File: src/soc_pkg.sv
// Shared types and constants for the system-control core
// Wishbone and CSR bus structs, region and bridge state enums,
// sysctl register map and interrupt bit positions
`default_nettype none

package soc_pkg;

	// ------------------------------
	// Bus structs
	// ------------------------------

	// Wishbone request, master to slave
	typedef struct packed {
		logic [31:0] adr;
		logic [31:0] dat;
		logic [3:0]  sel;
		logic        we;
		logic        cyc;
		logic        stb;
	} wb_req_t;

	// Wishbone response, slave to master
	typedef struct packed {
		logic [31:0] dat;
		logic        ack;
	} wb_rsp_t;

	// CSR command, bank in adr[14:10], register in adr[9:0]
	typedef struct packed {
		logic [14:0] adr;
		logic        we;
		logic [31:0] dat;
	} csr_req_t;

	// ------------------------------
	// Decoding and bridge states
	// ------------------------------
	typedef enum logic [1:0] {REGION_NONE, REGION_MONITOR, REGION_CSR} region_e;

	typedef enum logic [1:0] {CSR_IDLE, CSR_ISSUE, CSR_READ, CSR_ACK} csr_state_e;

	// Sysctl register numbers within its bank
	parameter logic [9:0] REG_GPIO_IN       = 10'd0;
	parameter logic [9:0] REG_GPIO_OUT      = 10'd1;
	parameter logic [9:0] REG_IRQ_EN        = 10'd2;
	parameter logic [9:0] REG_IRQ_PEND      = 10'd3;
	parameter logic [9:0] REG_TIMER_CTRL    = 10'd4;
	parameter logic [9:0] REG_TIMER_COMPARE = 10'd5;
	parameter logic [9:0] REG_TIMER_COUNTER = 10'd6;
	parameter logic [9:0] REG_SYSTEM_ID     = 10'd31;

	// Interrupt vector layout
	parameter int IRQ_GPIO   = 0;
	parameter int IRQ_TIMER0 = 1;
	parameter int IRQ_WIDTH  = 2;

	// GPIO widths
	parameter int GPIO_IN_WIDTH  = 7;
	parameter int GPIO_OUT_WIDTH = 2;

endpackage

`default_nettype wire
File: src/csr_bridge.sv
// Wishbone to CSR bus bridge
// Each Wishbone access becomes one CSR cycle: issue, registered
// read, ack. Read data is the OR of all bank read words
`timescale 1ns/1ps
`default_nettype none

module csr_bridge
	import soc_pkg::*;
(
	input  wire         sys_clk,
	input  wire         sys_rst_i,
	input  wb_req_t     wb_req_i,
	output wb_rsp_t     wb_rsp_o,
	output csr_req_t    csr_o,
	input  wire  [31:0] csr_rdata_i
);

	csr_state_e  state;
	logic [31:0] rdat_q;

	// ------------------------------
	// Bridge FSM
	// ------------------------------
	always_ff @(posedge sys_clk) begin
		if (sys_rst_i) begin
			state <= CSR_IDLE;
			csr_o <= '0;
		end else begin
			case (state)
				CSR_IDLE: begin
					if (wb_req_i.cyc && wb_req_i.stb) begin
						// Word address, bank in bits 16..12
						csr_o.adr <= wb_req_i.adr[16:2];
						csr_o.we  <= wb_req_i.we;
						csr_o.dat <= wb_req_i.dat;
						state     <= CSR_ISSUE;
					end
				end
				CSR_ISSUE: begin
					// Bus back to address 0, no write
					csr_o <= '0;
					state <= CSR_READ;
				end
				CSR_READ:
					state <= CSR_ACK;
				default:
					state <= CSR_IDLE;
			endcase
		end
	end

	// Banks register their read word one cycle after issue
	always_ff @(posedge sys_clk) begin
		if (state == CSR_READ)
			rdat_q <= csr_rdata_i;
	end

	assign wb_rsp_o.dat = rdat_q;
	assign wb_rsp_o.ack = (state == CSR_ACK);

	a_ack_pulse: assert property (@(posedge sys_clk) disable iff (sys_rst_i)
		wb_rsp_o.ack |=> !wb_rsp_o.ack)
		else $error("CSR ack longer than one cycle");

endmodule

`default_nettype wire

File: config.mk
export PLATFORM = sky130hd
export DESIGN_NAME = csr_bridge
export DESIGN_NICKNAME = d
export VERILOG_FILES = /design/src/soc_pkg.sv /design/src/csr_bridge.sv
export SDC_FILE = /design/constraint.sdc
export NUM_CORES = 1
export LEC_CHECK = 0
export ABC_CLOCK_PERIOD_IN_PS = 2200
export BUFFER_PORTS_ARGS = -buffer_cell sky130_fd_sc_hd__clkbuf_2
export CAP_MARGIN = 15
export CORE_ASPECT_RATIO = 2
export CORE_MARGIN = 5
export CORE_UTILIZATION = 42
export CTS_CLUSTER_SIZE = 30
export DETAILED_ROUTE_END_ITERATION = 6
export GPL_TIMING_DRIVEN = 0
export PLACE_DENSITY = 0.79
export SLEW_MARGIN = 0
export SYNTH_ARGS = -nofsm -noshare
export SYNTH_HDL_FRONTEND = slang
export SYNTH_SLANG_ARGS = --single-unit
File: constraint.sdc
create_clock -name sys_clk -period 2.2 [get_ports sys_clk]
set_input_delay 0 -clock sys_clk [delete_from_list [all_inputs] [get_ports sys_clk]]
set_output_delay 0 -clock sys_clk [all_outputs]
set_load 0.02 [all_outputs]
==> out/results.tsv <==
metric	value	unit
Post-Synthesis Cells	218	
setup tns final	0	ps
met1 WL	3350	um
FF/Latch Area	1960	um2
DR top layer	met4	
commonest non-fill, non-tap cell in the layout	clkbuf_2	
area of the multi-input gates	865	um2
Critical Path RT	2460	ps
via/cell ratio	5.02	
reg2reg start	state[0]	
reg-to-reg slack, setup	440	ps
Area Overhead vs Synth	65.7	%
Cell Area, Synth	2970	um2
DR WL/cell	16.8	um
placed cell count	473	
period utilisation layout	80.2	%
max cap viols	0	
pin count of the biggest net entering global routing	18	
CP Capture Type	register	
routability congestion estimate	0.817	
Net Count, Synth	329	
routed wl met3	832	um
#FFs+latches synth	82	
CTS tree	yes	
CTS resizes	0	
crit-path cells	inv_1, ha_1, nor2_1, or3_1, a21oi_1	
WL final	9380	um
violations in the final reports	hold timing	
slew margin rel.	49.6	%
Rows	43	
CP Depth	5	
Arr. time, crit path	2020	ps
Cell variety after synth	21	
GRT Total Usage	21.1	%
First-pass DRT Iterations	4	
Setup violations, final	0	
VDD IR max	0.000769	V
first-pass GRT wire length	14900	um
full die area	8970	um2
# fillers	463	
Num CTS Buffers	9	
YS warnings	0	
Die H	129	um
CP top delay family	adder cells	
Sink Count	82	
Inserted Diodes	0	
CORE AREA	6940	um2
hold path start	wb_req_i[32]	
R2R cell count	5	
outcome	finished with violations	
CP startpoint kind	register	
worst hold stages	3	
Hold WS	-7.62	ps
most frequent cells in the layout	clkbuf_2, dlygate4sd3_1, dfxtp_1	
Finished Layout Cells	558	
RSZ-0062 raised after global routing	no	
crit path max fanout	17	
Initial DRC Count	206	
Setup CP Type	reg2reg	
final antenna-violating net count	0	
total grt overflow	0	
r2r endpoint	state[0]	
CTS Buffer Depth	2	
Initial Utilization	42.9	%
Hold Path End	csr_o[25]	
slew of the pin with the lowest slew margin	756	ps
Setup Skew	4.82	ps
Final Critical Period	1760	ps
Final Hold Viols	1	
Slowest-stage cell, CP	ha_1	
CP max stage delay	660	ps
H-tree depth	3	
initial antenna violation count	0	
crit path buf inv count	1	
vias in the first global route	2916	
# Post-CTS Setup Buffers	0	
leakage	2.43	nW
Worst Hold Class	in2reg	
Cell Pwr Density	998	nW/um2
clock-pin slew on the worst setup and hold paths	60	ps
Nets	574	
wire length on met2	5040	um
syn avg cell area	13.6	um2
total number of vias	2801	
port bufs	164	
sequential area share after synthesis	66.0	%
post-layout util	71.0	%
Slew Viols, Final	0	
post-DP HPWL	6190	um
share of cells above drive strength 1	45.3	%
IO Pins	186	
clock latency on the worst-skew pair	330	ps
DRC viols	0	
CTS root buffer	clkbuf_16	
die span in x	69.5	um
Fmax	0.567	GHz
timing repair:
item                       in CTS  in global routing
hold buffers                   69                  0
hold endpoints to repair       70                  0
setup endpoints to repair       0                  0
sequential cells by signal, indices dropped and copies added, names as in the netlist:
register	count
rdat_q	32
csr_o	48
state	2
per-stage QoR:
| step | hold WS (ps) | power [W] | worst slack [ps] | area, um2 |
|---|---|---|---|---|
| final | -7.62 | 0.00492 | 435 | 4930 |
| after detailed placement | 179 | 0.00330 | 423 | 3920 |
| after global routing | 7.66 | 0.00513 | 335 | 4930 |
| after CTS | 0.431 | 0.00493 | 412 | 4930 |
| after global placement | 177 | 0.00324 | 59.2 | 3910 |
| after floorplan | 69.1 | 0.00283 | 310 | 2970 |
synthesized netlist by cell type (all sizes together):
| cell type | count | area (um2) |
|---|---|---|
| nand2 | 1 | 3.75 |
| nor2 | 3 | 11.3 |
| a21oi | 2 | 13.8 |
| mux2i | 1 | 10.0 |
| dfxtp | 50 | 1000 |
| buf | 14 | 114 |
| ha | 6 | 75.1 |
| a31o | 48 | 420 |
| inv | 3 | 11.3 |
| a21boi | 1 | 7.51 |
| clkbuf | 6 | 22.5 |
| or3 | 1 | 6.26 |
| edfxtp | 32 | 961 |
| and3 | 49 | 312 |
| nand3 | 1 | 5.00 |
routing by layer:
layer | GRT usage, % | up-vias
met1 | 21.6 | 1311
met5 | 0 | -
met2 | 39.6 | 161
met4 | 6.79 | 0
li1 | - | 1315
met3 | 7.11 | 14
kinds of logic after synthesis:
group,synth area share (%)
AND/OR/NAND/NOR,11.4
AO/OA/AOI/OAI,14.9
multiplexers,0.337
flip-flops,66.0
buffers and inverters,4.96
adder cells (fa/ha/maj),2.52
worst reg2reg max path, delay by kind of cell, from the launching register on:
kind	cells	cell delay, ps
buffers and inverters	1	120
and+or+nand+nor	2	420
adders and majority gates	1	660
AOI/OAI and AO/OA	1	140
DFF	1	350
how the worst max path moves through the flow:
stage / startpoint / slack (ps) / to
floorplan: state[0] / 310 / state[0]
global placement: state[0] / 60 / state[0]
detailed placement: state[0] / 420 / state[0]
CTS: state[0] / 410 / state[0]
global route: state[0] / 340 / state[0]
finish: state[0] / 440 / state[0]
where the power goes:
group | total (W) | switching (W) | internal [W]
clock | 0.00153 | 0.000589 | 0.000944
sequential | 0.00201 | 0.000127 | 0.00188
combinational | 0.00138 | 0.000832 | 0.000544
cell type report:
type / instances / share of cell area (%)
Inverter: 3 / 0.229
Sequential cell: 82 / 39.8
Buffer: 20 / 2.77
Timing Repair Buffer: 234 / 31.0
Tap cell: 90 / 2.29
Clock buffer: 11 / 5.13
Multi-Input combinational cell: 113 / 17.5
Clock inverter: 5 / 1.24
Note: power is estimated with default switching activity, not from simulation.
