<file path="config.mk">
export PLATFORM = sky130hd
export DESIGN_NAME = wb_decoder
export DESIGN_NICKNAME = d
export VERILOG_FILES = /design/src/soc_pkg.sv /design/src/wb_decoder.sv
export SDC_FILE = /design/constraint.sdc
export NUM_CORES = 1
export LEC_CHECK = 0
export BUFFER_PORTS_ARGS = -buffer_cell sky130_fd_sc_hd__buf_2
export CORE_AREA = 2 2 121 123
export DETAILED_ROUTE_END_ITERATION = 10
export DIE_AREA = 0 0 123 125
export PLACE_DENSITY = 0.53
export RECOVER_POWER = 100
export SYNTH_ARGS = -nofsm -noshare
export SYNTH_HDL_FRONTEND = slang
export SYNTH_SLANG_ARGS = --single-unit
</file>
<file path="constraint.sdc">
create_clock -name vclk -period 1.4
set_clock_uncertainty 0.05 [all_clocks]
set_input_delay 0.21 -clock vclk [all_inputs]
set_output_delay 0.21 -clock vclk [all_outputs]
set_load 0.02 [all_outputs]
</file>
<file path="src/soc_pkg.sv">
// Shared types and constants for the system-control core
// Wishbone and CSR bus structs, region and bridge state enums,
// sysctl register map and interrupt bit positions
`default_nettype none

package soc_pkg;

	// ------------------------------
	// Bus structs
	// ------------------------------

	// Wishbone request, master to slave
	typedef struct packed {
		logic [31:0] adr;
		logic [31:0] dat;
		logic [3:0]  sel;
		logic        we;
		logic        cyc;
		logic        stb;
	} wb_req_t;

	// Wishbone response, slave to master
	typedef struct packed {
		logic [31:0] dat;
		logic        ack;
	} wb_rsp_t;

	// CSR command, bank in adr[14:10], register in adr[9:0]
	typedef struct packed {
		logic [14:0] adr;
		logic        we;
		logic [31:0] dat;
	} csr_req_t;

	// ------------------------------
	// Decoding and bridge states
	// ------------------------------
	typedef enum logic [1:0] {REGION_NONE, REGION_MONITOR, REGION_CSR} region_e;

	typedef enum logic [1:0] {CSR_IDLE, CSR_ISSUE, CSR_READ, CSR_ACK} csr_state_e;

	// Sysctl register numbers within its bank
	parameter logic [9:0] REG_GPIO_IN       = 10'd0;
	parameter logic [9:0] REG_GPIO_OUT      = 10'd1;
	parameter logic [9:0] REG_IRQ_EN        = 10'd2;
	parameter logic [9:0] REG_IRQ_PEND      = 10'd3;
	parameter logic [9:0] REG_TIMER_CTRL    = 10'd4;
	parameter logic [9:0] REG_TIMER_COMPARE = 10'd5;
	parameter logic [9:0] REG_TIMER_COUNTER = 10'd6;
	parameter logic [9:0] REG_SYSTEM_ID     = 10'd31;

	// Interrupt vector layout
	parameter int IRQ_GPIO   = 0;
	parameter int IRQ_TIMER0 = 1;
	parameter int IRQ_WIDTH  = 2;

	// GPIO widths
	parameter int GPIO_IN_WIDTH  = 7;
	parameter int GPIO_OUT_WIDTH = 2;

endpackage

`default_nettype wire
</file>
<file path="src/wb_decoder.sv">
// Wishbone address decoder for a single master
// Routes each access to the monitor RAM or the CSR bridge by region;
// bit 31 is ignored so every region has a shadow in the upper half
`timescale 1ns/1ps
`default_nettype none

module wb_decoder
	import soc_pkg::*;
(
	input  wire     sys_clk,
	input  wire     sys_rst_i,
	input  wb_req_t wb_req_i,
	output wb_rsp_t wb_rsp_o,
	// Monitor RAM port
	output wb_req_t mon_req_o,
	input  wb_rsp_t mon_rsp_i,
	// CSR bridge port
	output wb_req_t csr_req_o,
	input  wb_rsp_t csr_rsp_i
);

	region_e region;

	// ------------------------------
	// Region decode
	// ------------------------------
	// monitor  0x1000_0000 (shadow 0x9000_0000)
	// CSR      0x6000_0000 (shadow 0xe000_0000)
	always_comb begin
		region = REGION_NONE;
		if (wb_req_i.adr[30:28] == 3'b001)
			region = REGION_MONITOR;
		else if (wb_req_i.adr[30:29] == 2'b11)
			region = REGION_CSR;
	end

	// ------------------------------
	// Request fan-out
	// ------------------------------
	// Address and data go to both, only the selected slave sees cyc/stb
	always_comb begin
		mon_req_o     = wb_req_i;
		mon_req_o.cyc = wb_req_i.cyc & (region == REGION_MONITOR);
		mon_req_o.stb = wb_req_i.stb & (region == REGION_MONITOR);
		csr_req_o     = wb_req_i;
		csr_req_o.cyc = wb_req_i.cyc & (region == REGION_CSR);
		csr_req_o.stb = wb_req_i.stb & (region == REGION_CSR);
	end

	// Response mux, no slave behind REGION_NONE so no ack ever
	always_comb begin
		case (region)
			REGION_MONITOR: wb_rsp_o = mon_rsp_i;
			REGION_CSR:     wb_rsp_o = csr_rsp_i;
			default:        wb_rsp_o = '0;
		endcase
	end

	// ------------------------------
	// Checks
	// ------------------------------
	a_one_slave: assert property (@(posedge sys_clk) disable iff (sys_rst_i)
		!(mon_req_o.stb && csr_req_o.stb))
		else $error("both slave strobes high, adr=%h", wb_req_i.adr);

	// Slave acks must land inside the master's strobe
	a_ack_in_cycle: assert property (@(posedge sys_clk) disable iff (sys_rst_i)
		wb_rsp_o.ack |-> (wb_req_i.cyc && wb_req_i.stb))
		else $error("ack outside an active cycle, adr=%h", wb_req_i.adr);

endmodule

`default_nettype wire

</file>
==> impl_metrics.csv, run 1 <==
group,metric,value,unit
status,status,"finished, final reports clean",
sta,slew_headroom,82.1,%
run,cap_viol_max_count,0,
floorplan,start_util,10.6,%
layout,nClkBuffers,0,
worst_hold_path,worstHoldPathCells,0,
floorplan,dieArea,15400,um2
sta,timing.fmax,741,MHz
yosys,seq_area_frac_synth,0,%
worst_setup_path,worstSetupPathType,"input port to output pin",
power_and_ir_drop,power_density,327,nW/um2
floorplan,die_y,125,um
worst_hold_path,min_path_type,"input port to output pin",
global_route,grt_pass1_wl,5440,um
power_and_ir_drop,p_leak,0.646,nW
layout,postLayoutCellArea,1310,um2
layout,final_core_util,9.22,%
power_and_ir_drop,pwr-share-comb,100.0,%
sta,worst_pin_slew,0.270,ns
power_and_ir_drop,power_switching,0.231,mW
global_route,grt.overflow.total,0,
clock_network,postCtsSetupBuffers,0,
placement,post-place-ws,-0.00945,ns
layout,seq_cell_count,0,
yosys,synth_fp_nets,328,
power_and_ir_drop,p_clk_share,0,%
global_route,grt_max_degree,36,
power_and_ir_drop,seqPwrFrac,0,%
layout,layout-drive-gt1-share,73.3,%
layout,final_nets,302,
global_route,grt_pass1_vias,977,
worst_setup_path,critPathLaunchType,"input port",
worst_setup_path,endpoint_kind,"output pin",
floorplan,fp.coreArea,14200,um2
power_and_ir_drop,ir_drop,0.0604,mV
placement,place_area,1250,um2
sta,min_period,1.35,ns
floorplan,rows,44,
yosys,avgSynthCellArea,8.00,um2
routing,vias_per_cell,3.07,
yosys,netlist-cell-type-count,9,
power_and_ir_drop,power.internal,0.198,mW
routing,vias,1059,
sta,maxSlewViolCount,0,
worst_setup_path,cp_data_arrival_time,1.09,ns
yosys,netlist_area,1510,um2
layout,antennaDiodeCount,0,
sta,finalCritPeriodShare,96.4,%
yosys,syn-instance-count,189,
sta,fin_setup_tns,0,ns
worst_setup_path,cp.required,1.14,ns
layout,nFillCells,1664,
placement,post-dp-hpwl,3720,um
sta,hold_violations,0,
sta,layout_setup_ws,0.0504,ns
routing,wl_per_cell,13.8,um
placement,place_congestion,0.677,
global_route,antenna_found_initial,0,
routing,drc,0,
layout,regArea,0,um2
routing,dr.pass1.iters,4,
yosys,yosysWarnings,0,
power_and_ir_drop,swShare,53.8,%
sta,hold_slack,0.370,ns
floorplan,io_pins,314,
layout,synthToLayoutAreaGrowth,-13.3,%
floorplan,die_w,123,um
worst_setup_path,cp_max_fo,18,
placement,placed_cells,343,
placement,place.port_buffers,114,
routing,drt-total-wl,4760,um
routing,drt_iter0_drc,31,
sta,finalSetupViolCount,0,
power_and_ir_drop,power.total,0.429,mW
routing,drtAntennaViolNets,0,
layout,stdcell_count,345,
global_route,grt_usage,4.61,%
sta,rsz0062_at_grt,"false",
path summary, 6_finish.rpt:
path                      endpoint         start  slack [ns]
worst min-delay path  mon_req_o[3]   wb_req_i[3]        0.37
worst max-delay path  wb_rsp_o[15]  wb_req_i[68]        0.05
layout by cell type, fill, tap and decap left out:
cell and instances:
buf_2 102, a32o_1 31, clkbuf_1 8, buf_4 6, and3_1 4, buf_12 3
a32o_2 2, clkbuf_16 2, inv_2 1, nor2b_4 1, and2_4 1
logic make-up (layout without fill, tap and decap cells):
logic type             after synthesis  count (layout)  synth area share, %
AOI/OAI and AO/OA                   33              33                 21.9
buffers and inverters              150             122                 75.7
and+or+nand+nor                      6               6                 2.48
synthesized netlist by cell type, drive strengths merged:
| cell | count | share of area, % |
|---|---|---|
| buf | 148 | 75 |
| a32o | 33 | 22 |
| inv | 1 | 0.25 |
| nor2b | 1 | 0.41 |
| and3 | 4 | 1.7 |
| and2 | 1 | 0.41 |
| clkbuf | 1 | 0.25 |
power by group through the flow:
stage	Sequential (mW)	Combinational (mW)	Clock, mW
final	0	0.429	0
after global routing	0	0.460	0
after CTS	0	0.411	0
after detailed placement	0	0.407	0
after global placement	0	0.408	0
after floorplan	0	0.777	0
layer usage:
metal / up-vias / wire (um) / GRT usage (%)
met5: - / 0 / 0
met4: 0 / 319 / 3.94
met3: 51 / 566 / 0.912
met2: 87 / 2270 / 8.42
met1: 457 / 1610 / 4.27
li1: 464 / - / -
cell type report:
type | count | area (um2) | share of cell area, %
Inverter | 1 | 3.75 | 0.287
Multi-Input combinational cell | 39 | 380 | 29.0
Tap cell | 184 | 230 | 17.6
Timing Repair Buffer | 121 | 696 | 53.1
worst max-delay path: stages:
cell and delay (ns):
buf_2 0.13, nor2b_4 0.18, buf_12 0.17, a32o_1 0.21
buf_2 0.18
timing repair:
item,4_1_cts,5_1_grt
hold buffers,0,0
hold endpoints to repair,0,0
endpoints found under the setup margin,2,10
cloned,0,2
gates resized for setup,3,7
Power figures use the tool's default switching activity.
==> inputs of run 2 (changes only) <==
--- a/config.mk
+++ b/config.mk
@@ -5,7 +5,7 @@
 export SDC_FILE = /design/constraint.sdc
 export NUM_CORES = 1
 export LEC_CHECK = 0
-export BUFFER_PORTS_ARGS = -buffer_cell sky130_fd_sc_hd__buf_2
+export BUFFER_PORTS_ARGS = -buffer_cell sky130_fd_sc_hd__buf_4
 export CORE_AREA = 2 2 121 123
 export DETAILED_ROUTE_END_ITERATION = 10
 export DIE_AREA = 0 0 123 125
==> impl_metrics.csv, run 2 (same netlist as run 1, synthesis figures left out) <==
group,metric,value,unit
global_route,grt_pass1_wl,5860,um
layout,final_nets,301,
global_route,grt.overflow.total,0,
sta,fin_setup_tns,0,ns
routing,drc,0,
floorplan,die_y,125,um
layout,layout-drive-gt1-share,72.5,%
power_and_ir_drop,power.total,0.486,mW
routing,vias,1093,
global_route,grt_max_degree,36,
sta,maxSlewViolCount,0,
status,status,"finished, final reports clean",
routing,vias_per_cell,3.18,
clock_network,holdBufCountCts,0,
sta,worst_pin_slew,0.277,ns
sta,layout_setup_ws,0.0557,ns
routing,drt-total-wl,5070,um
sta,slew_headroom,81.6,%
layout,regArea,0,um2
worst_setup_path,critPathLaunchType,"input port",
layout,synthToLayoutAreaGrowth,-2.23,%
worst_setup_path,cp.required,1.14,ns
floorplan,fp.coreArea,14200,um2
routing,drt_iter0_drc,25,
sta,finalSetupViolCount,0,
sta,rsz0062_at_grt,"false",
worst_setup_path,cp_max_fo,17,
layout,antennaDiodeCount,0,
floorplan,rows,44,
layout,final_core_util,10.4,%
placement,place_area,1530,um2
power_and_ir_drop,power_density,329,nW/um2
layout,seq_cell_count,0,
layout,stdcell_count,344,
layout,postLayoutCellArea,1480,um2
routing,wl_per_cell,14.7,um
worst_setup_path,worstSetupPathType,"input port to output pin",
floorplan,dieArea,15400,um2
floorplan,die_w,123,um
routing,drtAntennaViolNets,0,
routing,dr.pass1.iters,4,
layout,nClkBuffers,0,
placement,place_congestion,0.719,
worst_setup_path,cp_data_arrival_time,1.08,ns
sta,timing.fmax,744,MHz
floorplan,io_pins,314,
placement,post-place-ws,0.0117,ns
global_route,grt_usage,4.92,%
placement,placed_cells,342,
placement,post-dp-hpwl,3900,um
sta,hold_slack,0.370,ns
layout,final_common_cell,"buf_4",
floorplan,start_util,10.6,%
worst_setup_path,endpoint_kind,"output pin",
sta,finalCritPeriodShare,96.0,%
sta,hold_violations,0,
sta,min_period,1.34,ns
global_route,antenna_found_initial,0,
layout,layout_common_cells,"buf_4, a32o_1, clkbuf_2",
global_route,grt_pass1_vias,1026,
power_and_ir_drop,p_leak,0.682,nW
placement,place.port_buffers,114,
worst_hold_path,min_path_type,"input port to output pin",
power_and_ir_drop,ir_drop,0.0674,mV
run,cap_viol_max_count,0,
## run 2: routing by layer
metal	wire length (um)	GRT usage [%]	vias to the layer above
met4	318	4.08	0
met5	0	0	-
met2	2440	9.03	89
met1	1690	4.57	491
met3	618	1.00	51
li1	-	-	462
## run 2: critical path, cell delays in order
cell and delay, ns:
buf_4 0.14, nor2b_4 0.17, clkbuf_16 0.21, a32o_1 0.18
clkbuf_2 0.17
## run 2: layout make-up
class | instances | area (um2)
multi-input cells | 39 | 379
inverters | 1 | 3.75
repair buffers | 120 | 865
well taps | 184 | 230
fillers | 1672 | 12700
## run 2: final timing paths
check	start	to	slack (ns)	cells past startpoint
setup / recovery	wb_req_i[68]	wb_rsp_o[20]	0.06	5
hold / removal	wb_req_i[3]	mon_req_o[3]	0.37	0
## run 2: power breakdown
| group | total, mW | internal (mW) | switching (mW) |
|---|---|---|---|
| Clock | 0 | 0 | 0 |
| Sequential | 0 | 0 | 0 |
| Combinational | 0.486 | 0.251 | 0.235 |
| Total | 0.486 | 0.251 | 0.235 |
## run 2: what timing repair did
action,CTS,global route
gates resized for setup,0,4
setup buffers,0,0
setup endpoints to repair,0,2
