$ cat config.mk
export PLATFORM = sky130hd
export DESIGN_NAME = sysctl
export DESIGN_NICKNAME = d
export VERILOG_FILES = /design/src/soc_pkg.sv /design/src/sysctl.sv
export SDC_FILE = /design/constraint.sdc
export NUM_CORES = 1
export LEC_CHECK = 0
export BUFFER_PORTS_ARGS = -buffer_cell sky130_fd_sc_hd__buf_4
export CAP_MARGIN = 20
export CORE_ASPECT_RATIO = 0.5
export CORE_MARGIN = 2
export CORE_UTILIZATION = 51
export CTS_BUF_LIST = sky130_fd_sc_hd__clkbuf_16
export DETAILED_ROUTE_END_ITERATION = 8
export PLACE_DENSITY = 0.73
export SYNTH_ARGS = -nofsm -noshare
export SYNTH_HDL_FRONTEND = slang
export SYNTH_SLANG_ARGS = --single-unit
$ cat constraint.sdc
create_clock -name sys_clk -period 2.1 [get_ports sys_clk]
set_input_delay 0.105 -clock sys_clk [delete_from_list [all_inputs] [get_ports sys_clk]]
set_output_delay 0.105 -clock sys_clk [all_outputs]
set_load 0.02 [all_outputs]
$ cat src/soc_pkg.sv
// Shared types and constants for the system-control core
// Wishbone and CSR bus structs, region and bridge state enums,
// sysctl register map and interrupt bit positions
`default_nettype none

package soc_pkg;

	// ------------------------------
	// Bus structs
	// ------------------------------

	// Wishbone request, master to slave
	typedef struct packed {
		logic [31:0] adr;
		logic [31:0] dat;
		logic [3:0]  sel;
		logic        we;
		logic        cyc;
		logic        stb;
	} wb_req_t;

	// Wishbone response, slave to master
	typedef struct packed {
		logic [31:0] dat;
		logic        ack;
	} wb_rsp_t;

	// CSR command, bank in adr[14:10], register in adr[9:0]
	typedef struct packed {
		logic [14:0] adr;
		logic        we;
		logic [31:0] dat;
	} csr_req_t;

	// ------------------------------
	// Decoding and bridge states
	// ------------------------------
	typedef enum logic [1:0] {REGION_NONE, REGION_MONITOR, REGION_CSR} region_e;

	typedef enum logic [1:0] {CSR_IDLE, CSR_ISSUE, CSR_READ, CSR_ACK} csr_state_e;

	// Sysctl register numbers within its bank
	parameter logic [9:0] REG_GPIO_IN       = 10'd0;
	parameter logic [9:0] REG_GPIO_OUT      = 10'd1;
	parameter logic [9:0] REG_IRQ_EN        = 10'd2;
	parameter logic [9:0] REG_IRQ_PEND      = 10'd3;
	parameter logic [9:0] REG_TIMER_CTRL    = 10'd4;
	parameter logic [9:0] REG_TIMER_COMPARE = 10'd5;
	parameter logic [9:0] REG_TIMER_COUNTER = 10'd6;
	parameter logic [9:0] REG_SYSTEM_ID     = 10'd31;

	// Interrupt vector layout
	parameter int IRQ_GPIO   = 0;
	parameter int IRQ_TIMER0 = 1;
	parameter int IRQ_WIDTH  = 2;

	// GPIO widths
	parameter int GPIO_IN_WIDTH  = 7;
	parameter int GPIO_OUT_WIDTH = 2;

endpackage

`default_nettype wire
$ cat src/sysctl.sv
// System controller CSR bank
// GPIO in/out with change interrupt, one timer, interrupt
// enable/pending registers and a read-only system id
`timescale 1ns/1ps
`default_nettype none

module sysctl
	import soc_pkg::*;
#(
	parameter logic [4:0]  SYSCTL_CSR_BANK = 5'd1,
	parameter logic [31:0] SYSTEM_ID       = 32'h0000_0000
) (
	input  wire                        sys_clk,
	input  wire                        sys_rst_i,
	input  csr_req_t                   csr_i,
	output logic [31:0]                csr_rdata_o,
	input  wire  [GPIO_IN_WIDTH-1:0]   gpio_i,
	output logic [GPIO_OUT_WIDTH-1:0]  gpio_o,
	output logic [IRQ_WIDTH-1:0]       irq_o
);

	logic                      bank_sel;
	logic [9:0]                reg_sel;
	logic                      wr;
	logic [GPIO_IN_WIDTH-1:0]  gpio_s1, gpio_s2, gpio_prev;
	logic [GPIO_OUT_WIDTH-1:0] gpio_out_q;
	logic [IRQ_WIDTH-1:0]      irq_en_q, irq_pend_q, irq_set, pend_clr;
	logic                      timer_en, timer_ar, timer_hit;
	logic [31:0]               timer_compare, timer_counter;
	logic [31:0]               rd_mux;

	assign bank_sel = (csr_i.adr[14:10] == SYSCTL_CSR_BANK);
	assign reg_sel  = csr_i.adr[9:0];
	assign wr       = bank_sel & csr_i.we;

	// ------------------------------
	// GPIO input sync
	// ------------------------------
	// Two-flop synchronizer plus a delayed copy for change detect
	always_ff @(posedge sys_clk) begin
		gpio_s1   <= gpio_i;
		gpio_s2   <= gpio_s1;
		gpio_prev <= gpio_s2;
	end

	assign timer_hit = timer_en & (timer_counter == timer_compare);

	// Interrupt sources and write-1-to-clear
	always_comb begin
		irq_set             = '0;
		irq_set[IRQ_GPIO]   = |(gpio_s2 ^ gpio_prev);
		irq_set[IRQ_TIMER0] = timer_hit;
		pend_clr = (wr && reg_sel == REG_IRQ_PEND) ? csr_i.dat[IRQ_WIDTH-1:0] : '0;
	end

	// ------------------------------
	// Registers and timer
	// ------------------------------
	always_ff @(posedge sys_clk) begin
		if (sys_rst_i) begin
			gpio_out_q    <= '0;
			irq_en_q      <= '0;
			irq_pend_q    <= '0;
			timer_en      <= 1'b0;
			timer_ar      <= 1'b0;
			timer_compare <= '0;
			timer_counter <= '0;
		end else begin
			// Compare hit reloads or stops the timer
			if (timer_hit) begin
				if (timer_ar)
					timer_counter <= '0;
				else
					timer_en <= 1'b0;
			end else if (timer_en) begin
				timer_counter <= timer_counter + 32'd1;
			end
			// CSR writes win over the timer
			if (wr) begin
				case (reg_sel)
					REG_GPIO_OUT:      gpio_out_q    <= csr_i.dat[GPIO_OUT_WIDTH-1:0];
					REG_IRQ_EN:        irq_en_q      <= csr_i.dat[IRQ_WIDTH-1:0];
					REG_TIMER_CTRL: begin
						timer_en <= csr_i.dat[0];
						timer_ar <= csr_i.dat[1];
					end
					REG_TIMER_COMPARE: timer_compare <= csr_i.dat;
					REG_TIMER_COUNTER: timer_counter <= csr_i.dat;
					default: ;
				endcase
			end
			irq_pend_q <= (irq_pend_q & ~pend_clr) | irq_set;
		end
	end

	// Read mux
	always_comb begin
		case (reg_sel)
			REG_GPIO_IN:       rd_mux = 32'(gpio_s2);
			REG_GPIO_OUT:      rd_mux = 32'(gpio_out_q);
			REG_IRQ_EN:        rd_mux = 32'(irq_en_q);
			REG_IRQ_PEND:      rd_mux = 32'(irq_pend_q);
			REG_TIMER_CTRL:    rd_mux = {30'd0, timer_ar, timer_en};
			REG_TIMER_COMPARE: rd_mux = timer_compare;
			REG_TIMER_COUNTER: rd_mux = timer_counter;
			REG_SYSTEM_ID:     rd_mux = SYSTEM_ID;
			default:           rd_mux = '0;
		endcase
	end

	// Other banks read 0 so the bus can be ORed
	always_ff @(posedge sys_clk) begin
		if (sys_rst_i)
			csr_rdata_o <= '0;
		else
			csr_rdata_o <= bank_sel ? rd_mux : 32'd0;
	end

	assign gpio_o = gpio_out_q;
	assign irq_o  = irq_pend_q & irq_en_q;

endmodule

`default_nettype wire

==> summary.md <==
| Metric | Value |
|---|---|
| CTS tree | `built` |
| First-pass GRT wire length | `28370 µm` |
| FF-to-FF End | `timer_counter[27]` |
| CP max stage cell | `dfxtp_1` |
| Clock Root Buffer | `clkbuf_16` |
| Clock Skew | `0.009237 ns` |
| Clk_lat worst skew | `0.42 ns` |
| Reg2Reg Setup Slack | `0.06 ns` |
| Status | `finished clean` |
| CTS Buf Count | `17` |
| Longest Clk Path Bufs | `2` |
| Ports | `93` |
| Total track usage | `29.78%` |
| Levels on crit path | `8` |
| Syn Nets | `735` |
| Crit path max-delay family | `simple AND/OR/NAND/NOR gates` |
| WL/cell | `17.91 µm` |
| Hold Crit Class | `input pin to flop` |
| DRC errors left | `0` |
| Async SR Flop Fraction | `0%` |
| #FFs+latches synth | `125` |
| DP Wirelength | `11570 µm` |
| Vias in the first global route | `5578` |
| Largest net degree at the start of global routing | `52` |
| GPL Wtd Cong | `0.9297` |
| Final worst-path cycle share | `97.36%` |
| Fin. Hold Viols | `0` |
| CP required | `2.43 ns` |
| Seq/Total Area, Yosys | `43.50%` |
| Antenna fix cells | `0` |
| Critical path peak fanout | `7` |
| Syn_area_per_cell | `8.498 µm²` |
| Post-synth EDFFs | `0` |
| Syn Std Cell Area | `5753 µm²` |
| Final core utilization | `74.31%` |
| Met2 Usage GRT | `47.76%` |
| Via/cell ratio | `5.892` |
| RSZ-0062 raised after global routing | `yes` |
| 1st-iter DRT viols | `662` |
| Crit start category | `flop` |
| Final WL | `17910 µm` |
| Post-route setup slack | `0.05541 ns` |
| Vias | `5892` |
| Start point of the critical path | `timer_compare[5]` |
| Synth warnings | `0` |
| Upper clock frequency limit | `0.4891 GHz` |
| Area growth syn-to-layout | `41.82%` |
| Syn Inst Count | `677` |
| H-tree depth | `4` |
| M3 GR Usage | `6.223%` |
| Placement Setup Slack | `-0.05541 ns` |
| Worst setup EP type | `flop` |
| CP max stage delay | `0.41 ns` |
| Initial Util | `52.40%` |
| Maximum VDD drop | `0.5731 mV` |
| Die Span Y | `79.10 µm` |
| Cell area power density | `711.5 nW/µm²` |
| Worst reg-to-reg path cell count | `8` |
| Die width | `154.2 µm` |
| CTS clk-pin slew, worst paths | `0.06 ns` |
| RR Startpoint | `timer_compare[5]` |
| Critical Path End | `timer_counter[27]` |
| Max-cap violations | `0` |
| Worst slew pin tran | `0.6058 ns` |
| Port Buffers | `92` |
| Drt first pass iters | `6` |
| Setup violations, final | `0` |
| CTS sink cnt | `125` |
| M1 GR Usage | `40.01%` |
| Core Region | `10980 µm²` |
| Yosys cell types | `54` |
| P_leak | `3.049 nW` |
| Initial antenna violation count | `0` |
| Pins Over Slew Limit | `0` |
| Worst EP arrival | `2.37 ns` |
| Share of cells above drive strength 1 | `29.47%` |
| Fin crit period | `2.045 ns` |
| Slew HR | `59.61%` |
| Top_reg_cell synth | `dfxtp_1` |
| CP bufs+invs | `2` |
| Setup CP Type | `flop to flop` |
| Total design power | `0.005806 W` |
| Gr ovfl total | `0` |
| Most crowded layer after global routing | `met2` |
| Die ar. | `12200 µm²` |
| Detail Route Antenna Nets | `0` |
| Row cnt | `27` |
| Final #Nets | `900` |
| Critical path, cell by cell | `xnor2_2 -> nand4_1 -> nor4_2 -> buf_4 -> and4_4 -> buf_8 -> nand2_2 -> a311oi_2` |
| Hold Crit Start | `sys_rst_i` |
## flip-flops by register name, indices dropped and copies added, names as in the netlist, 7 cells and up
name           cells
gpio_prev          7
csr_rdata_o       32
gpio_s1            7
timer_counter     32
timer_compare     32
gpio_s2            7
## report_power, final
group	internal, W	leakage, nW	total, W	switching, W
Sequential	0.00239	1.02	0.00241	0.0000123
Combinational	0.000133	1.72	0.000218	0.0000848
Clock	0.00201	0.305	0.00318	0.00117
Total	0.00453	3.05	0.00581	0.00127
## metrics by stage
step	instances	setup TNS, ns	instance area [µm²]	hold WS [ns]
floorplan	677	0	5753	0.1327
global placement	918	0	6835	0.2093
detailed placement	918	-0.2090	6835	0.2104
CTS	990	0	7943	0.02813
global route	1000	-0.5089	8159	0.03675
finish	1000	0	8159	0.03431
## what timing repair did
item,CTS,global route
gates cloned,0,1
resized for setup,16,30
endpoints found under the hold margin,60,0
pin swaps,3,24
buffers inserted,1,9
setup endpoints to repair,14,25
hold buffers,39,0
## worst reg2reg max path: cells and delay by family, from the launching register on
kind,cells,cell delay (ns)
xor+xnor,1,0.16
simple gates,4,0.80
flops,1,0.41
compound gates,1,0.23
buf+inv,2,0.35
## layer usage
metal	vias to the layer above	share of wire [%]
met3	46	9.3
li1	2741	-
met4	0	2.4
met5	-	0
met1	2795	44
met2	310	44
## cell usage in the layout (no fill, tap or decap), drive strengths merged, types with 8 or more instances in the layout
cell type,n
a211oi,20
a21oi,49
a221oi,8
a22oi,31
a31oi,8
and2,8
and4,8
buf,169
clkbuf,18
dfxtp,125
dlygate4sd3,39
inv,15
nand2,90
nand2b,8
nand3,12
nand4,23
nor2,75
nor3,19
o21ai,17
xnor2,46
## logic make-up after synthesis
logic type               after synthesis  synth area share [%]
AO/OA/AOI/OAI                        155                 17.86
XOR/XNOR                              51                 7.895
adder cells (fa/ha/maj)                1                0.2175
buffers and inverters                 73                 6.198
flip-flops                           125                 43.50
multiplexers                           7                 1.653
AND/OR/NAND/NOR                      265                 22.68
## synth_stat cells, types with 2 or more instances
master    number  area share, %
a211oi_1      20            2.6
a21oi_1       49            4.3
a221oi_1       8            1.2
a222oi_1       6            1.0
a22oi_1       31            4.0
a311oi_1       3           0.46
a31oi_1        8           0.87
a32oi_1        3           0.46
a41oi_1        3           0.46
and2_1         7           0.76
and3_1         6           0.65
and4_1         8            1.2
buf_1          2           0.13
buf_2         17            1.5
buf_4          6           0.78
buf_6          5           0.98
clkbuf_1      32            2.1
dfxtp_1      125             43
inv_1         10           0.65
mux2i_1        5           0.87
mux4_2         2           0.78
nand2_1       90            5.9
nand2b_1       8           0.87
nand3_1       11           0.96
nand3b_1       2           0.26
nand4_1       22            2.4
nor2_1        74            4.8
nor3_1        18            1.6
nor4_1         4           0.43
nor4_2         2           0.43
o21a_1         2           0.26
o21ai_0       15            1.3
o21ai_1        2           0.17
o31ai_1        2           0.26
or4_1          2           0.26
xnor2_1       45            6.9
xor2_1         5           0.76
## cell type report
cell class | instances | area [µm²]
clock buffer | 17 | 425.4
clock inverter | 15 | 210.2
fill | 757 | 2820
inverter | 10 | 37.54
multi-input combinational | 479 | 3063
sequential | 125 | 2517
tap | 145 | 181.4
timing repair buffer | 209 | 1724
## worst min path at each step
stage,end,cells past startpoint
6_report,gpio_o[1],2
5_1_grt,timer_en,2
4_1_cts,gpio_o[1],2
3_5_place_dp,gpio_s1[0],1
3_3_place_gp,gpio_s1[1],1
2_1_floorplan,gpio_s1[0],0
(Power assumes the default switching activity.)
