===== src/reset_gen.sv =====
// Reset sequencer
// Debounces trigger_reset into the system reset and releases
// the boot flash reset some cycles before the system reset
`timescale 1ns/1ps
`default_nettype none

module reset_gen #(
	parameter int DEBOUNCE_CYCLES  = 1000,
	parameter int FLASH_RST_CYCLES = 128
) (
	input  wire  sys_clk,
	input  wire  trigger_reset,
	output logic sys_rst_o,
	output logic flash_rst_n_o
);

	localparam int DW = $clog2(DEBOUNCE_CYCLES + 1);
	localparam int FW = $clog2(FLASH_RST_CYCLES + 1);

	logic [DW-1:0] rst_cnt;
	logic [FW-1:0] flash_cnt;

	// ------------------------------
	// System reset debounce
	// ------------------------------
	// Reload while trigger held, then count down
	// sys_rst drops on the edge the count reaches zero
	always_ff @(posedge sys_clk) begin
		if (trigger_reset) begin
			rst_cnt   <= DW'(DEBOUNCE_CYCLES);
			sys_rst_o <= 1'b1;
		end else begin
			if (rst_cnt != '0)
				rst_cnt <= rst_cnt - DW'(1);
			sys_rst_o <= (rst_cnt > DW'(1));
		end
	end

	// ------------------------------
	// Flash reset release
	// ------------------------------
	// Flash needs time out of reset before the first fetch
	always_ff @(posedge sys_clk) begin
		if (trigger_reset) begin
			flash_cnt     <= '0;
			flash_rst_n_o <= 1'b0;
		end else begin
			if (flash_cnt != FW'(FLASH_RST_CYCLES))
				flash_cnt <= flash_cnt + FW'(1);
			flash_rst_n_o <= (flash_cnt >= FW'(FLASH_RST_CYCLES - 1));
		end
	end

	// Flash must be out of reset by the time the system is
	a_flash_first: assert property (@(posedge sys_clk) disable iff (trigger_reset)
		!sys_rst_o |-> flash_rst_n_o)
		else $error("flash reset released after system reset");

endmodule

`default_nettype wire


===== config.mk =====
export PLATFORM = sky130hd
export DESIGN_NAME = reset_gen
export DESIGN_NICKNAME = d
export VERILOG_FILES = /design/src/reset_gen.sv
export SDC_FILE = /design/constraint.sdc
export NUM_CORES = 1
export LEC_CHECK = 0
export BUFFER_PORTS_ARGS = -buffer_cell sky130_fd_sc_hd__buf_2
export CAP_MARGIN = 20
export CELL_PAD_IN_SITES_DETAIL_PLACEMENT = 1
export CELL_PAD_IN_SITES_GLOBAL_PLACEMENT = 2
export CORE_ASPECT_RATIO = 0.6
export CORE_UTILIZATION = 37
export DETAILED_ROUTE_END_ITERATION = 10
export HOLD_SLACK_MARGIN = 0.12
export PLACE_DENSITY_LB_ADDON = 0.12
export SLEW_MARGIN = 20
export SYNTH_ARGS = -nofsm -noshare
export SYNTH_HDL_FRONTEND = slang
export SYNTH_SLANG_ARGS = --single-unit

===== constraint.sdc =====
create_clock -name sys_clk -period 2.5 [get_ports sys_clk]
set_input_delay 0 -clock sys_clk [delete_from_list [all_inputs] [get_ports sys_clk]]
set_output_delay 0 -clock sys_clk [all_outputs]
set_load 0.05 [all_outputs]

==> impl_metrics.py, run 1 <==
metrics = {
    "run_status": {
        "status": "complete, no violations",
    },
    "grt": {
        "gr-total-overflow": 0,
        "grt_antenna_before_repair": 0,
        "grt_max_degree": 22,
        "grt_pass1_wl_microns": 3810,
        "grt_usage": 0.168,
        "grt_pass1_vias": 826,
    },
    "logic_synthesis": {
        "synth_cell_types": 39,
        "yosysMostFrequentCell": "dfxtp_1",
        "synth_commonest_cells": "20 x dfxtp_1, 10 x nor2_1, 9 x nand3_1",
        "synth_seq_area_share": 0.397,
        "synth_compound_area_frac": 0.119,
        "synth_cells": 114,
        "syn-num-nets": 120,
        "synth.avg_cell_area_sq_um": 8.85,
        "synth_area_sq_um": 1010,
        "yosys-top-cells-area": "dfxtp_1 40%, ha_1 5.0%, nand3_1 4.5%",
        "synth-edff-count": 0,
        "synth_xor_area_frac": 0.0261,
        "yosysWarnings": 0,
        "synthFlopType": "dfxtp_1",
        "synthAdderAreaFrac": 0.0496,
        "synthSimpleGateAreaFrac": 0.319,
        "synth.top_cell.area_share": 0.397,
        "synth_area_leader_cell": "dfxtp_1",
        "ys_ff_latch": 20,
        "synth_top_family_by_area": "simple AND/OR/NAND/NOR gates",
        "async_flop_share": 0,
        "synthMuxAreaShare": 0.0447,
    },
    "setup_path": {
        "cp.required_ps": 2640,
        "crit_fanout": 9,
        "critPathKind": "flip-flop to flip-flop",
        "crit_arrival_ps": 2130,
        "end_kind": "flip-flop",
        "start_kind": "flip-flop",
    },
    "routing": {
        "drt_iter0_drc": 26,
        "viasPerCell": 5.45,
        "wl_microns": 2170,
        "antenna_left": 0,
        "route.detailed.drc": 0,
        "firstDrtPassIters": 4,
        "wl_per_cell_microns": 14.5,
        "vias": 817,
    },
    "clocking": {
        "insertion_delay_ps": 250,
        "cts_tree": "yes",
        "cts_sinks": 20,
        "cts_setup_buffers": 0,
        "cts_resized": 0,
        "cts.root.buffer_cell": "clkbuf_8",
        "cts-buffers-inserted": 3,
        "cts_max_path_buffers": 2,
        "clkTransAtPathRegs_ps": 70,
        "cts_max_level": 1,
        "postCtsHoldBufs": 0,
    },
    "pwr": {
        "ir_worst_vdd_mv": 0.339,
        "p_leak_nw": 0.419,
        "power.density_nw_per_um2": 574,
    },
    "floorplanning": {
        "row_count": 14,
        "die-area_sq_um": 2950,
        "fp.coreArea_sq_um": 2540,
        "die_x_microns": 69.4,
        "ios": 4,
        "die_y_microns": 42.4,
        "start_util": 0.397,
    },
    "flow_run": {
        "drv_cap": 0,
    },
    "timing": {
        "maxSlewViolCount": 0,
        "fmax_mhz": 503,
        "rsz0062_at_grt": "no",
        "finalCritPeriodShare": 0.796,
        "slew_headroom": 0.624,
        "min_period_ps": 1990,
        "whs_ps": 146,
        "worst_pin_slew_ps": 559,
        "finalClockSkew_ps": 2.52,
        "finalHoldViolCount": 0,
        "finalSetupViolCount": 0,
        "tns_ps": 0,
    },
    "placement": {
        "port_buffers": 3,
        "gp_congestion": 0.756,
        "post-dp-hpwl_microns": 1650,
    },
    "final_layout": {
        "final_nets": 126,
        "synthToLayoutAreaGrowth_pct": 8.81,
        "drive_gt1_frac": 0.136,
        "n_antenna_cell": 0,
        "fin_util": 0.432,
    },
    "hold_path": {
        "min_path_type": "input pin to flip-flop",
    },
}
[cells by family (layout without fill, tap and decap cells)]
| group | Yosys count | count (layout) |
|---|---|---|
| AO/OA/AOI/OAI | 18 | 18 |
| XOR/XNOR | 3 | 3 |
| buffers and inverters | 10 | 14 |
| multiplexers | 4 | 4 |
| AND/OR/NAND/NOR | 55 | 55 |
| flip-flops | 20 | 20 |
| adder cells (fa/ha/maj) | 4 | 4 |
[per-layer routing]
metal  global-route usage  vias to the layer above  wire, microns
met1                0.250                      383           1290
met4               0.0367                        0             14
met3               0.0601                        2             59
met5                    0                        -              0
met2                0.227                        9            809
li1                     -                      423              -
[report_power, final]
| part | internal (mW) | switching, mW |
|---|---|---|
| logic | 0.0322 | 0.0383 |
| clock network | 0.107 | 0.0945 |
| registers | 0.335 | 0.0234 |
[registers in the layout (all words and copies together) (netlist names)]
register,count
flash_rst_n_o,1
rst_cnt,10
flash_cnt,8
sys_rst_o,1
[critical path: stages (launching register included)]
cell and delay (ps):
dfxtp_1 350, inv_1 100, ha_1 230, or3b_1 520, nor3_4 320, mux2_2 360
[final timing paths]
check	to	depth (start not counted)	slack, ps	from
max	rst_cnt[0]	5	510	rst_cnt[0]
min	flash_cnt[3]	2	150	trigger_reset
max reg2reg	rst_cnt[0]	5	510	rst_cnt[0]
min reg2reg	rst_cnt[4]	2	510	rst_cnt[4]
[cell type report]
| cell class | count | area [sq um] |
|---|---|---|
| Fill cell | 303 | 1440 |
| Multi-Input combinational cell | 84 | 563 |
| Sequential cell | 20 | 400 |
| Clock buffer | 3 | 41.3 |
| Tap cell | 32 | 40.0 |
| Timing Repair Buffer | 5 | 30.0 |
| Inverter | 6 | 22.5 |
[cells in the final DEF (no fill, tap or decap), types with 2 or more instances in the layout]
master / n
inv_1: 6
or3_1: 5
nor2b_1: 2
and3_1: 4
nand2b_1: 2
or4_1: 3
xor2_1: 2
mux2_2: 4
o21ai_0: 4
dfxtp_1: 20
nor3_1: 7
a21oi_1: 3
buf_4: 2
nor4_1: 2
nand2_1: 2
buf_2: 3
clkbuf_8: 3
nor2_1: 10
ha_1: 4
nand3_1: 9
a211oi_1: 2
[metrics by stage]
step / instance area [sq um] / power [mW] / instances / worst slack, ps
floorplan: 1010 / 0.419 / 114 / 725
global placement: 1060 / 0.435 / 147 / 582
detailed placement: 1060 / 0.436 / 147 / 504
CTS: 1100 / 0.642 / 150 / 496
global route: 1100 / 0.669 / 150 / 399
finish: 1100 / 0.630 / 150 / 511
(Power assumes the default switching activity.)
==> run 2, diff against run 1 <==
==> constraint.sdc (replaced) <==
create_clock -name sys_clk -period 1.95 [get_ports sys_clk]
set_input_delay 0 -clock sys_clk [delete_from_list [all_inputs] [get_ports sys_clk]]
set_output_delay 0 -clock sys_clk [all_outputs]
set_load 0.05 [all_outputs]
==> impl_metrics.py, run 2 (same netlist as run 1, synthesis figures left out) <==
metrics = {
    "run_status": {
        "status": "complete, no violations",
    },
    "timing": {
        "setup_slack_ps": 163,
        "fmax_mhz": 560,
        "whs_ps": 167,
        "tns_ps": 0,
        "worst_pin_slew_ps": 630,
        "slew_headroom": 0.577,
        "finalSetupViolCount": 0,
        "rsz0062_at_grt": "no",
        "finalClockSkew_ps": 1.99,
        "maxSlewViolCount": 0,
        "finalCritPeriodShare": 0.916,
        "min_period_ps": 1790,
        "finalHoldViolCount": 0,
    },
    "grt": {
        "grt_max_degree": 22,
        "gr-total-overflow": 0,
        "grt_pass1_wl_microns": 3620,
        "grt_usage": 0.161,
        "grt_pass1_vias": 742,
        "grt_antenna_before_repair": 0,
    },
    "setup_path": {
        "cp.required_ps": 2100,
        "crit_fanout": 9,
        "start_kind": "flip-flop",
        "end_kind": "flip-flop",
        "critPathKind": "flip-flop to flip-flop",
        "crit_arrival_ps": 1940,
    },
    "hold_path": {
        "min_path_type": "input pin to flip-flop",
    },
    "final_layout": {
        "drive_gt1_frac": 0.165,
        "fin_util": 0.444,
        "final_common_cell": "dfxtp_1",
        "largestRegisters": "rst_cnt x10, flash_cnt x8",
        "regMostFlops": "rst_cnt",
        "synthToLayoutAreaGrowth_pct": 11.9,
        "final_cell_mix": "20 x dfxtp_1, 10 x nor2_1, 9 x nand3_1",
        "final_nets": 128,
        "largest_reg_flops": 10,
        "design_area_sq_um": 1130,
        "n_antenna_cell": 0,
    },
    "routing": {
        "drt_iter0_drc": 43,
        "vias": 851,
        "firstDrtPassIters": 4,
        "wl_microns": 2240,
        "viasPerCell": 5.56,
        "antenna_left": 0,
        "wl_per_cell_microns": 14.6,
        "route.detailed.drc": 0,
    },
    "floorplanning": {
        "die_x_microns": 69.4,
        "start_util": 0.397,
        "ios": 4,
        "die-area_sq_um": 2950,
        "die_y_microns": 42.4,
        "row_count": 14,
        "fp.coreArea_sq_um": 2540,
    },
    "clocking": {
        "insertion_delay_ps": 250,
        "cts_tree": "yes",
        "cts-buffers-inserted": 3,
        "cts_resized": 0,
        "cts_setup_buffers": 0,
        "cts_max_level": 1,
        "cts_max_path_buffers": 2,
        "cts_sinks": 20,
        "cts.root.buffer_cell": "clkbuf_8",
        "clkTransAtPathRegs_ps": 70,
        "postCtsHoldBufs": 0,
    },
    "placement": {
        "place_ws_ps": 59.3,
        "gp_congestion": 0.759,
        "post_dp_cell_area_sq_um": 1070,
        "post-dp-hpwl_microns": 1680,
        "port_buffers": 3,
    },
    "pwr": {
        "p_leak_nw": 0.436,
        "ir_worst_vdd_mv": 0.410,
        "power.density_nw_per_um2": 775,
    },
    "flow_run": {
        "drv_cap": 0,
    },
}
run 2: through the flow:
| step | cells | total power, mW |
|---|---|---|
| 5_1_grt | 153 | 0.920 |
| 4_1_cts | 153 | 0.881 |
| 3_3_place_gp | 149 | 0.563 |
| 2_1_floorplan | 114 | 0.537 |
| 3_5_place_dp | 149 | 0.568 |
| 6_report | 153 | 0.874 |
run 2: final timing paths:
| kind | cells after the start | start | slack [ps] | to |
|---|---|---|---|---|
| worst max register to register | 5 | rst_cnt[1] | 160 | rst_cnt[0] |
| worst min-delay path | 2 | trigger_reset | 170 | flash_cnt[3] |
| worst min register to register | 2 | rst_cnt[4] | 520 | rst_cnt[4] |
| worst max-delay path | 5 | rst_cnt[1] | 160 | rst_cnt[0] |
run 2: layout make-up:
type                       instances  area (sq um)
clock buffer                       4          55.1
multi-input combinational         84           566
sequential                        20           400
timing repair buffer               7          45.0
inverter                           6          22.5
tap                               32          40.0
fill                             316          1410
run 2: critical path, cell delays in order (launching register included):
cell     delay, ps
dfxtp_1        330
inv_1          100
ha_1           170
or3b_4         450
nor3_4         270
mux2_2         360
run 2: where the power goes:
| group | switching [mW] | internal [mW] | leakage (nW) |
|---|---|---|---|
| Clock | 0.133 | 0.179 | 0.0288 |
| Combinational | 0.0561 | 0.0499 | 0.244 |
| Sequential | 0.0265 | 0.429 | 0.163 |
| Total | 0.216 | 0.658 | 0.436 |
run 2: layer usage:
metal,wire length (microns),track usage,vias to the layer above
li1,-,-,433
met1,1320,0.243,409
met2,854,0.217,7
met3,54,0.0601,2
met4,7,0.0245,0
met5,0,0,-
==> run 3, diff against run 2 <==
--- a/config.mk
+++ b/config.mk
@@ -5,13 +5,13 @@
 export SDC_FILE = /design/constraint.sdc
 export NUM_CORES = 1
 export LEC_CHECK = 0
-export BUFFER_PORTS_ARGS = -buffer_cell sky130_fd_sc_hd__buf_2
 export CAP_MARGIN = 20
 export CELL_PAD_IN_SITES_DETAIL_PLACEMENT = 1
 export CELL_PAD_IN_SITES_GLOBAL_PLACEMENT = 2
 export CORE_ASPECT_RATIO = 0.6
-export CORE_UTILIZATION = 37
+export CORE_UTILIZATION = 38
 export DETAILED_ROUTE_END_ITERATION = 10
+export DONT_BUFFER_PORTS = 1
 export HOLD_SLACK_MARGIN = 0.12
 export PLACE_DENSITY_LB_ADDON = 0.12
 export SLEW_MARGIN = 20
==> impl_metrics.py, run 3 (same netlist as run 1, synthesis figures left out) <==
metrics = {
    "floorplanning": {
        "fp.coreArea_sq_um": 2500,
        "die_y_microns": 41.9,
        "start_util": 0.403,
        "die-area_sq_um": 2870,
        "die_x_microns": 68.5,
        "ios": 4,
        "row_count": 14,
    },
    "final_layout": {
        "final_nets": 128,
        "drive_gt1_frac": 0.157,
        "final_cell_count_no_fill": 153,
        "final_cell_mix": "20 x dfxtp_1, 10 x nor2_1, 9 x nand3_1",
        "regMostFlops": "rst_cnt",
        "largest_reg_flops": 10,
        "n_antenna_cell": 0,
        "multi_input_area_sq_um": 566,
        "fillerInstances": 310,
        "final_common_cell": "dfxtp_1",
        "ff_latch_area_sq_um": 400,
        "largestRegisters": "rst_cnt x10, flash_cnt x8",
        "fin_util": 0.455,
        "synthToLayoutAreaGrowth_pct": 12.9,
    },
    "routing": {
        "route.detailed.drc": 0,
        "viasPerCell": 5.68,
        "wl_microns": 2450,
        "wl_per_cell_microns": 16.0,
        "wl_met2_microns": 997,
        "top_layer_used": "met4",
        "vias": 869,
        "wl_met1_microns": 1360,
        "drt_iter0_drc": 60,
        "firstDrtPassIters": 4,
        "antenna_left": 0,
        "dr_wl_met3_microns": 71,
    },
    "grt": {
        "gr-total-overflow": 0,
        "grt_usage": 0.207,
        "grt_pass1_vias": 856,
        "grt_max_degree": 22,
        "grt_pass1_wl_microns": 4180,
        "grt_antenna_before_repair": 0,
    },
    "timing": {
        "maxSlewViolCount": 0,
        "whs_ps": 535,
        "finalHoldViolCount": 0,
        "fmax_mhz": 564,
        "worst_pin_slew_ps": 771,
        "finalCritPeriodShare": 0.909,
        "slew_headroom": 0.484,
        "finalSetupViolCount": 0,
        "finalClockSkew_ps": 6.13,
        "tns_ps": 0,
        "rsz0062_at_grt": "no",
        "min_period_ps": 1770,
    },
    "placement": {
        "dp.cells": 148,
        "post-dp-hpwl_microns": 1780,
        "gp_congestion": 0.753,
        "port_buffers": 0,
    },
    "hold_path": {
        "hp-start": "rst_cnt[4]",
        "min_path_type": "flip-flop to flip-flop",
    },
    "clocking": {
        "cts_tree": "yes",
        "cts_sinks": 20,
        "cts_max_path_buffers": 2,
        "cts-buffers-inserted": 3,
        "cts_max_level": 1,
        "cts_setup_buffers": 0,
        "cts.root.buffer_cell": "clkbuf_8",
        "insertion_delay_ps": 260,
        "clkTransAtPathRegs_ps": 70,
    },
    "setup_path": {
        "crit_arrival_ps": 1920,
        "end_kind": "flip-flop",
        "cp.required_ps": 2100,
        "critPathKind": "flip-flop to flip-flop",
        "crit_fanout": 9,
        "start_kind": "flip-flop",
        "r2r_start": "rst_cnt[1]",
        "crit_start": "rst_cnt[1]",
    },
    "run_status": {
        "status": "complete, no violations",
    },
    "flow_run": {
        "drv_cap": 0,
    },
    "pwr": {
        "p_leak_nw": 0.440,
        "ir_worst_vdd_mv": 0.389,
        "p_total_mw": 0.887,
        "power.density_nw_per_um2": 779,
    },
}
==> run 3: worst paths after layout <==
path	end	slack (ps)	cells after the start
setup / recovery	rst_cnt[0]	180	5
hold / removal	rst_cnt[4]	530	2
setup reg to reg	rst_cnt[0]	180	5
hold reg to reg	rst_cnt[4]	530	2
==> run 3: critical path: stages, from the launching register on <==
cell and delay [ps]:
dfxtp_1 340, inv_1 110, ha_1 180, or3b_4 450, nor3_4 220, mux2_2 360
==> run 3: repair_timing <==
item,in CTS,in global routing
hold buffers,1,0
hold endpoints to repair,20,0
setup endpoints to repair,0,4
gates resized for setup,0,1
==> run 3: final cells by class <==
| class | count | share of cell area |
|---|---|---|
| Timing Repair Buffer | 7 | 0.0484 |
| Multi-Input combinational cell | 84 | 0.497 |
| Tap cell | 32 | 0.0352 |
| Inverter | 6 | 0.0198 |
| Clock buffer | 4 | 0.0484 |
| Sequential cell | 20 | 0.352 |
==> run 3: power breakdown <==
group          switching [mW]  internal [mW]  total [mW]
logic                  0.0572         0.0531       0.110
clock network           0.141          0.180       0.321
registers              0.0268          0.429       0.456
==> run 3: routing by layer <==
metal	vias up	track usage
li1	433	-
met1	423	0.316
met2	9	0.263
met3	4	0.0687
met4	0	0.0750
met5	-	0
==> run 3: metrics by stage <==
stage	setup WS [ps]	cell area, sq um
5_1_grt	63.4	1140
2_1_floorplan	175	1010
3_5_place_dp	20.8	1070
4_1_cts	11.1	1140
6_report	178	1140
3_3_place_gp	118	1070
